==> src/design/mmu_defs.svh <==
// address map, TLB geometry and CP0 field positions for the MMU
// include wherever a width, segment code or CP0 bit position is needed
`ifndef MMU_DEFS_SVH
`define MMU_DEFS_SVH

`define ADDR_W      32      // address and data width
`define TLB_ENTRIES 8       // joint TLB entries
`define TLB_IDX_W   3       // TLB index width

`define ASID_W      8

// vaddr[31:29] of the unmapped kernel segments
`define SEG_KSEG0   3'b100
`define SEG_KSEG1   3'b101

`define CFG_K0_LSB  0       // Config.K0, 3 bits
`define CFG_KU_LSB  25      // Config.KU, 3 bits
`define CFG_K23_LSB 28      // Config.K23, 3 bits
`define ST_ERL      2       // Status.ERL

`endif
==> src/design/mmu_pkg.sv <==
// types shared by the MMU RTL and its testbench
// modules take them with a wildcard import in the module header
`include "mmu_defs.svh"

package mmu_pkg;

    // address segment of a virtual access
    typedef enum logic [1:0] {
        seg_kuseg,
        seg_kseg0,
        seg_kseg1,
        seg_kseg23      // kseg2 and kseg3 share one route
    } seg_kind_t;

    typedef enum logic {
        lk_idle,
        lk_ready
    } lookup_state_t;

    typedef struct packed {
        logic [`ADDR_W-13:0] pfn;   // 4 KB frame number
        logic [2:0]          c;     // cache attribute
        logic                d;     // dirty, page is writable
        logic                v;
    } tlb_page_t;

    typedef struct packed {
        logic [`ADDR_W-14:0] vpn2;  // covers an even/odd page pair
        logic [`ASID_W-1:0]  asid;
        logic                g;
        tlb_page_t           page0; // even page
        tlb_page_t           page1; // odd page
    } tlb_entry_t;

    typedef struct packed {
        logic [`ADDR_W-14:0] vpn2;
        logic                odd;   // vaddr bit 12
        logic [`ASID_W-1:0]  asid;
        logic                refs;  // access is a store
    } tlb_key_t;

    typedef struct packed {
        logic [`ADDR_W-1:0] paddr;
        logic               cached;
        logic               refill;
        logic               invalid;
        logic               modified;
    } tlb_result_t;

    typedef struct packed {
        logic               en;
        logic [3:0]         wen;    // byte write enables
        logic [`ADDR_W-1:0] vaddr;
        logic [`ADDR_W-1:0] wdata;
    } mem_req_t;

    typedef struct packed {
        logic               en;
        logic [3:0]         wen;
        logic [`ADDR_W-1:0] paddr;
        logic [`ADDR_W-1:0] wdata;
        logic               cached;
    } bus_req_t;

endpackage

==> src/design/mmu_top.sv <==
// MMU top level, translator plus joint TLB
// the core presents one access per cycle and holds it while stallreq is high
`timescale 1ns/1ps
`include "mmu_defs.svh"

module mmu_top import mmu_pkg::*; (
    input  logic                  clk,
    input  logic                  rst,
    input  mem_req_t              req,
    output logic [`ADDR_W-1:0]    rdata,
    input  logic                  exc_flag,
    input  logic [`ADDR_W-1:0]    cp0_status,
    input  logic [`ADDR_W-1:0]    cp0_config,
    input  logic [`ASID_W-1:0]    asid,
    input  logic                  tlbw_en,
    input  logic [`TLB_IDX_W-1:0] tlbw_index,
    input  tlb_entry_t            tlbw_entry,
    output bus_req_t              bus,
    input  logic [`ADDR_W-1:0]    bus_rdata,
    input  logic                  bus_streq,
    output logic                  exc_tlbr,
    output logic                  exc_tlbi,
    output logic                  exc_tlbm,
    output logic                  stallreq
);

    logic                    tlb_en;
    logic                    tlb_rdy;
    tlb_key_t                xlate_key;
    tlb_key_t                lookup_key;
    tlb_key_t                cur_key;
    tlb_result_t             tlb_res;
    lookup_state_t           state;
    logic [`TLB_ENTRIES-1:0] ent_we;
    tlb_entry_t              ent_wdata;
    logic [`TLB_ENTRIES-1:0] match;
    tlb_page_t               pages [`TLB_ENTRIES];

    // current ASID joins the key here
    assign lookup_key.vpn2 = xlate_key.vpn2;
    assign lookup_key.odd  = xlate_key.odd;
    assign lookup_key.asid = asid;
    assign lookup_key.refs = xlate_key.refs;

    addr_xlate i_xlate (
        .req        (req),
        .exc_flag   (exc_flag),
        .cp0_status (cp0_status),
        .cp0_config (cp0_config),
        .tlb_rdy    (tlb_rdy),
        .tlb_res    (tlb_res),
        .bus        (bus),
        .rdata      (rdata),
        .bus_rdata  (bus_rdata),
        .bus_streq  (bus_streq),
        .tlb_en     (tlb_en),
        .tlb_key    (xlate_key),
        .exc_tlbr   (exc_tlbr),
        .exc_tlbi   (exc_tlbi),
        .exc_tlbm   (exc_tlbm),
        .stallreq   (stallreq)
    );

    tlb_lookup_ctl i_lookup (
        .clk        (clk),
        .rst        (rst),
        .tlb_en     (tlb_en),
        .key        (lookup_key),
        .tlbw_en    (tlbw_en),
        .tlbw_index (tlbw_index),
        .tlbw_entry (tlbw_entry),
        .cur_key    (cur_key),
        .state      (state),
        .ent_we     (ent_we),
        .ent_wdata  (ent_wdata)
    );

    for (genvar i = 0; i < `TLB_ENTRIES; i++) begin : g_ent
        tlb_entry i_ent (
            .clk   (clk),
            .rst   (rst),
            .we    (ent_we[i]),
            .wdata (ent_wdata),
            .key   (cur_key),
            .match (match[i]),
            .page  (pages[i])
        );
    end

    tlb_hit_merge i_merge (
        .key     (cur_key),
        .state   (state),
        .tlb_en  (tlb_en),
        .match   (match),
        .pages   (pages),
        .tlb_rdy (tlb_rdy),
        .res     (tlb_res)
    );

endmodule

==> src/design/tlb_hit_merge.sv <==
// merges the match vector of the TLB entries into one translation
// also produces the ready level and the refill/invalid/modified flags
`timescale 1ns/1ps
`include "mmu_defs.svh"

module tlb_hit_merge import mmu_pkg::*; (
    input  tlb_key_t                key,
    input  lookup_state_t           state,
    input  logic                    tlb_en,
    input  logic [`TLB_ENTRIES-1:0] match,
    input  tlb_page_t               pages [`TLB_ENTRIES],
    output logic                    tlb_rdy,
    output tlb_result_t             res
);

    tlb_page_t sel;
    logic      hit;

    // and-or select, at most one entry matches
    always_comb begin
        sel = '0;
        for (int i = 0; i < `TLB_ENTRIES; i++) begin
            if (match[i])
                sel = sel | pages[i];
        end
    end

    assign hit     = |match;
    assign tlb_rdy = tlb_en && state == lk_ready;

    // frame base only, the translator adds the byte offset
    assign res.paddr  = {sel.pfn, 12'h000};
    assign res.cached = sel.c == 3'd3;

    // fault flags, each only once the lookup is ready
    always_comb begin
        res.refill   = 1'b0;
        res.invalid  = 1'b0;
        res.modified = 1'b0;
        if (tlb_rdy) begin
            if (!hit)
                res.refill = 1'b1;          // no entry for this page
            else if (!sel.v)
                res.invalid = 1'b1;
            else if (key.refs && !sel.d)
                res.modified = 1'b1;        // store to a clean page
        end
    end

    // duplicate entries would corrupt the and-or select
    always_comb begin
        if (tlb_rdy)
            assert ($onehot0(match))
                else $error("multiple TLB entries match vpn2 %h", key.vpn2);
    end

endmodule

==> src/design/tlb_entry.sv <==
// one fully associative TLB entry
// holds VPN2, ASID, G and the even/odd page pair, compares against the key
`timescale 1ns/1ps

module tlb_entry import mmu_pkg::*; (
    input  logic       clk,
    input  logic       rst,
    input  logic       we,
    input  tlb_entry_t wdata,
    input  tlb_key_t   key,
    output logic       match,
    output tlb_page_t  page
);

    tlb_entry_t ent_q;
    logic       vpn_eq;
    logic       asid_eq;

    // only the valid bits are cleared, the rest is loaded by software
    always_ff @(posedge clk) begin
        if (rst) begin
            ent_q.page0.v <= 1'b0;
            ent_q.page1.v <= 1'b0;
        end else if (we) begin
            ent_q <= wdata;
        end
    end

    assign vpn_eq  = ent_q.vpn2 == key.vpn2;
    assign asid_eq = ent_q.asid == key.asid;

    assign match = vpn_eq && (ent_q.g || asid_eq);  // global entries ignore ASID

    // bit 12 picks the odd page
    assign page = key.odd ? ent_q.page1 : ent_q.page0;

endmodule

==> src/design/tlb_lookup_ctl.sv <==
// lookup sequencer of the joint TLB
// registers the key for the entry array and turns indexed writes into strobes
`timescale 1ns/1ps
`include "mmu_defs.svh"

module tlb_lookup_ctl import mmu_pkg::*; (
    input  logic                  clk,
    input  logic                  rst,
    input  logic                  tlb_en,
    input  tlb_key_t              key,
    input  logic                  tlbw_en,
    input  logic [`TLB_IDX_W-1:0] tlbw_index,
    input  tlb_entry_t            tlbw_entry,
    output tlb_key_t              cur_key,
    output lookup_state_t         state,
    output logic [`TLB_ENTRIES-1:0] ent_we,
    output tlb_entry_t            ent_wdata
);

    lookup_state_t st_q;
    logic          key_same;

    assign key_same = key == cur_key;

    // the registered state only counts while the same key is still presented
    // and no entry is being rewritten, anything else reads as idle
    assign state = (st_q == lk_ready && key_same && tlb_en && !tlbw_en) ?
                   lk_ready : lk_idle;

    always_ff @(posedge clk) begin
        if (rst)
            st_q <= lk_idle;
        else if (tlb_en)
            st_q <= lk_ready;               // key captured this edge
        else
            st_q <= lk_idle;
    end

    always_ff @(posedge clk) begin
        if (tlb_en)
            cur_key <= key;                 // unchanged value while ready
    end

    // one strobe per entry
    always_comb begin
        ent_we = '0;
        if (tlbw_en)
            ent_we[tlbw_index] = 1'b1;
    end

    assign ent_wdata = tlbw_entry;          // same data to every entry

    // a write must address an existing entry
    a_wr_index: assert property (
        @(posedge clk) disable iff (rst)
        tlbw_en |-> (tlbw_index < `TLB_ENTRIES)
    ) else $error("TLB write index %0d out of range", tlbw_index);

endmodule

==> src/design/addr_xlate.sv <==
// segment decoder for memory stage accesses
// unmapped segments translate in the same cycle, mapped ones wait on the TLB
`timescale 1ns/1ps
`include "mmu_defs.svh"

module addr_xlate import mmu_pkg::*; (
    input  mem_req_t           req,
    input  logic               exc_flag,
    input  logic [`ADDR_W-1:0] cp0_status,
    input  logic [`ADDR_W-1:0] cp0_config,
    input  logic               tlb_rdy,
    input  tlb_result_t        tlb_res,
    output bus_req_t           bus,
    output logic [`ADDR_W-1:0] rdata,
    input  logic [`ADDR_W-1:0] bus_rdata,
    input  logic               bus_streq,
    output logic               tlb_en,
    output tlb_key_t           tlb_key,
    output logic               exc_tlbr,
    output logic               exc_tlbi,
    output logic               exc_tlbm,
    output logic               stallreq
);

    seg_kind_t          seg;
    logic               erl;
    logic [`ADDR_W-1:0] direct_pa;
    logic               tlb_streq;

    assign erl       = cp0_status[`ST_ERL];
    assign direct_pa = {3'b000, req.vaddr[`ADDR_W-4:0]};  // drop the segment bits

    always_comb begin
        if (!req.vaddr[`ADDR_W-1])
            seg = seg_kuseg;
        else if (req.vaddr[`ADDR_W-1 -: 3] == `SEG_KSEG0)
            seg = seg_kseg0;
        else if (req.vaddr[`ADDR_W-1 -: 3] == `SEG_KSEG1)
            seg = seg_kseg1;
        else
            seg = seg_kseg23;
    end

    // key is formed from vaddr all the time so it stays stable under a stall
    assign tlb_key.vpn2 = req.vaddr[`ADDR_W-1:13];
    assign tlb_key.odd  = req.vaddr[12];
    assign tlb_key.asid = '0;                   // filled in at the top level
    assign tlb_key.refs = req.wen != 4'b0000;

    assign bus.wen   = req.en ? req.wen : 4'b0000;
    assign bus.wdata = req.wdata;
    assign rdata     = req.en ? bus_rdata : '0;
    assign stallreq  = bus_streq || tlb_streq;

    always_comb begin
        tlb_en     = 1'b0;
        tlb_streq  = 1'b0;
        bus.en     = 1'b0;
        bus.paddr  = direct_pa;
        bus.cached = 1'b0;
        exc_tlbr   = 1'b0;
        exc_tlbi   = 1'b0;
        exc_tlbm   = 1'b0;

        case (seg)
            seg_kseg0: begin
                bus.en     = req.en && !exc_flag;
                bus.cached = cp0_config[`CFG_K0_LSB +: 3] == 3'd3;
            end
            seg_kseg1: begin
                bus.en = req.en && !exc_flag;   // always uncached
            end
            default: begin
                if (erl) begin
                    bus.en = req.en && !exc_flag;   // error level, direct and uncached
                end else if (req.en) begin
                    tlb_en     = 1'b1;
                    tlb_streq  = !tlb_rdy;
                    bus.en     = tlb_rdy && !exc_flag;
                    bus.paddr  = {tlb_res.paddr[`ADDR_W-1:12], req.vaddr[11:0]};
                    bus.cached = tlb_res.cached;
                    exc_tlbr   = tlb_res.refill;    // flags already qualified by tlb_rdy
                    exc_tlbi   = tlb_res.invalid;
                    exc_tlbm   = tlb_res.modified;
                end
            end
        endcase
    end

    // a fault may only come from a completed lookup of the presented key
    always_comb begin
        if (exc_tlbr || exc_tlbi || exc_tlbm)
            assert (tlb_rdy && tlb_en)
                else $error("TLB exception raised without a ready lookup");
    end

endmodule

==> config.mk <==
export PLATFORM = sky130hd
export DESIGN_NAME = mmu_top
export DESIGN_NICKNAME = d
export VERILOG_FILES = /design/src/design/mmu_pkg.sv /design/src/design/mmu_top.sv /design/src/design/tlb_hit_merge.sv /design/src/design/tlb_entry.sv /design/src/design/tlb_lookup_ctl.sv /design/src/design/addr_xlate.sv
export VERILOG_INCLUDE_DIRS = /design/src /design/src/design
export SDC_FILE = /design/constraint.sdc
export NUM_CORES = 1
export LEC_CHECK = 0
export ABC_AREA = 0
export ABC_CLOCK_PERIOD_IN_PS = 12200
export BUFFER_PORTS_ARGS = -buffer_cell sky130_fd_sc_hd__buf_2
export CORE_MARGIN = 3
export CORE_UTILIZATION = 39
export CTS_CLUSTER_DIAMETER = 80
export DETAILED_ROUTE_END_ITERATION = 12
export PLACE_DENSITY_LB_ADDON = 0.1
export SLEW_MARGIN = 10
export SYNTH_ARGS = -nofsm -noshare
export SYNTH_HDL_FRONTEND = slang
export SYNTH_SLANG_ARGS = --single-unit
==> constraint.sdc <==
create_clock -name clk -period 12.2 [get_ports clk]
set_clock_uncertainty 0.05 [all_clocks]
set_input_delay 1.22 -clock clk [delete_from_list [all_inputs] [get_ports clk]]
set_output_delay 1.22 -clock clk [all_outputs]
set_load 0.05 [all_outputs]
==> flow_summary.yaml <==
run_status:
  outcome: "complete, no violations"
layout:
  area_growth_pct: 15.18
  fin_area_mm2: 0.03070
  n_fill_cell: 5901
  drive_gt1_share_pct: 19.42
  fin_nets: 2053
global_routing:
  first_global_vias: 14440
  antenna_found_initial: 13
  grt_usage_pct: 19.11
  grt_pass1_wl_mm: 98.55
  grt_max_degree: 114
  overflow: 0
yosys:
  async_flop_share_pct: 0
  ys_types: 41
  synth_common_cells: "edfxtp_1, mux2i_1, xnor2_1, o22ai_1, xor2_1"
  synth.avg_cell_area_um2: 16.62
  yosys.area.top_type: "edfxtp_1"
  synth_area_mm2: 0.02665
  synth_nets: 1863
  synth_flop_cell: "edfxtp_1"
  synth_area_leaders: "edfxtp_1, mux2i_1, xnor2_1"
  synth_top_area_share_pct: 71.77
  yosysMostFrequentCell: "edfxtp_1"
  ys_seq_elements: 654
  synth_edf_count: 637
  syn_inst: 1604
  yosys_warnings: 0
  yosysSeqAreaShare_pct: 73.05
setup_path:
  path_common_cell: "nor4_1"
  cpPeakStageDelay_ps: 970
  worst-path-buf-inv: 1
  cp-start-kind: "register"
  cpLargestDelayFamily: "simple AND/OR/NAND/NOR gates"
  cp_slowest_cell: "nand3_2"
  cp.arrival_ps: 5060
  crit_fanout: 24
  path_cells: "xnor2_1 > nand4_1 > nor4_1 > nand3_2 > o21ai_0 > nor4_1 > a21o_1 > buf_2"
  endpoint_kind: "primary output"
  critical_path_class: "register to primary output"
  worstPathRequired_ps: 10930
clock_network:
  ctsHoldBuffers: 0
  cts_resized: 0
  clk_path_buf_depth: 3
  numCtsBuffers: 73
  clk_pin_slew_ps: 60
  cts_tree: "done"
  h-tree-depth: 3
  cts_setup_buffers: 0
  insertion_delay_ps: 590
  root_buffer: "clkbuf_16"
  cts_sinks: 654
die:
  die-height_um: 267.4
  initial_core_util_pct: 39.54
  die_area_mm2: 0.07151
  io_pins: 365
  die_w_um: 267.4
  rows: 95
  core_area_mm2: 0.06740
timing:
  setup_viol: 0
  fin_crit_sh_pct: 51.90
  fmax_mhz: 157.9
  slew_viol_final: 0
  finalCriticalPeriod_ps: 6332
  slew_headroom_pct: 22.05
  worst_pin_slew_ps: 1163
  finalHoldViolCount: 0
  rsz0062_at_grt: "false"
  finalWorstSetupSlack_ps: 5868
  finalSetupTns_ps: 0
placement:
  gp_congestion: 0.7414
  postPlaceCellArea_mm2: 0.02837
  dp_slack_ps: 6436
  dp_hpwl_mm: 42.19
  port_buffers: 216
drt:
  drt_wl_total_mm: 68.93
  ant_nets: 0
  vias_per_cell: 5.221
  drc: 0
  wire_per_inst_um: 25.26
  drt-initial-drc-count: 895
  vias: 14250
  drt_first_pass_iters: 5
power_and_ir_drop:
  clock_power_share_pct: 42.8
  vdd.ir_drop.worst_mv: 0.07942
  power_w: 0.004974
  switchingPower_w: 0.001091
  p_seq_share_pct: 51.5
  power.density_mw_per_mm2: 162.0
  p_leak_nw: 10.57
  switching_share_pct: 21.92
  power_frac_comb_pct: 5.8
  power.internal_w: 0.003883
run:
  drv_cap: 0
min_path:
  hp-class: "register to register"
area by class of cell:
cell class / count / area, um2 / area share, %
antenna: 7 / 17.52 / 0.05706
clock buffer: 84 / 1942 / 6.326
clock inverter: 46 / 371.6 / 1.211
inverter: 1 / 3.754 / 0.01223
multi-input combinational: 824 / 6528 / 21.26
sequential: 654 / 19470 / 63.42
tap: 873 / 1092 / 3.558
timing repair buffer: 240 / 1274 / 4.149
path summary, 6_finish.rpt:
check                                                            from                               endpoint  slack, ps  depth (start not counted)
worst max register to register   g_ent[5].i_ent.ent_q[0]$_SDFFE_PP0P_   g_ent[5].i_ent.ent_q[0]$_SDFFE_PP0P_      11480                          2
worst min register to register  g_ent[6].i_ent.ent_q[25]$_SDFFE_PP0P_  g_ent[6].i_ent.ent_q[25]$_SDFFE_PP0P_        440                          2
worst min-delay path            g_ent[6].i_ent.ent_q[25]$_SDFFE_PP0P_  g_ent[6].i_ent.ent_q[25]$_SDFFE_PP0P_        440                          2
worst max-delay path                   i_lookup.cur_key[13]$_DFFE_PP_                                 bus[0]       5870                          8
metal layers:
layer | wire [um] | share of wire (%) | GRT usage (%)
met3 | 3339 | 4.8 | 3.895
met1 | 31020 | 45 | 26.35
met2 | 33170 | 48 | 31.19
met4 | 1346 | 2.0 | 4.775
met5 | 54 | 0.078 | 0
placed cells by master (no fill, tap or decap), types with 3 or more instances in the layout:
cell type	instances
nor4_1	37
o22ai_1	86
nand4b_1	3
o21ai_1	17
dfxtp_1	17
nand4_1	41
bufinv_16	6
nand3_2	4
nand2b_1	11
nand3_1	5
a21oi_1	4
clkinv_1	21
nor2_4	4
xor2_1	66
clkinv_2	16
nor3_1	9
edfxtp_1	637
o22a_1	3
nor3b_1	3
and2_1	36
nor4_2	3
clkbuf_1	7
mux2i_1	208
buf_2	216
diode_2	7
a41o_1	8
buf_4	23
o32ai_1	8
o211ai_1	9
nand2_1	27
xnor2_1	179
clkbuf_16	76
nor2_1	35
worst min-delay path, stage by stage, from the launching register on:
cell and delay (ps):
dfxtp_1 320, mux2i_1 70, nor2_1 70
per-stage QoR:
step	hold WS, ps	instances	utilization (%)
2_1_floorplan	409.6	1604	-
6_report	442.5	2729	45.55
4_1_cts	448.5	2722	45.52
5_1_grt	473.6	2723	45.52
3_5_place_dp	434.3	2592	42.09
3_3_place_gp	422.3	2592	42.09
state kept, by name (all words and copies together), names as in the netlist:
name and count:
g_ent.i_ent.ent_q 624, i_lookup.cur_key 29, i_lookup.st_q 1
power by group through the flow:
stage	combinational [W]	clock, W	sequential (W)
final	0.000287	0.00213	0.00256
after global routing	0.000310	0.00226	0.00256
after CTS	0.000292	0.00217	0.00256
after detailed placement	0.000291	0	0.00261
after global placement	0.000288	0	0.00261
after floorplan	0.000236	0	0.00258
logic make-up (layout without fill, tap and decap cells):
| kind of cell | count (synthesis) | after routing | synth area share (%) |
|---|---|---|---|
| flip-flops | 654 | 654 | 73.05 |
| XOR/XNOR | 245 | 245 | 8.052 |
| AND/OR/NAND/NOR | 231 | 231 | 4.892 |
| multiplexers | 208 | 208 | 7.812 |
| AO/OA/AOI/OAI | 140 | 140 | 3.455 |
| buffers and inverters | 126 | 371 | 2.737 |
| other | 0 | 7 | 0 |
No activity file was read; power rests on OpenSTA's default activity.
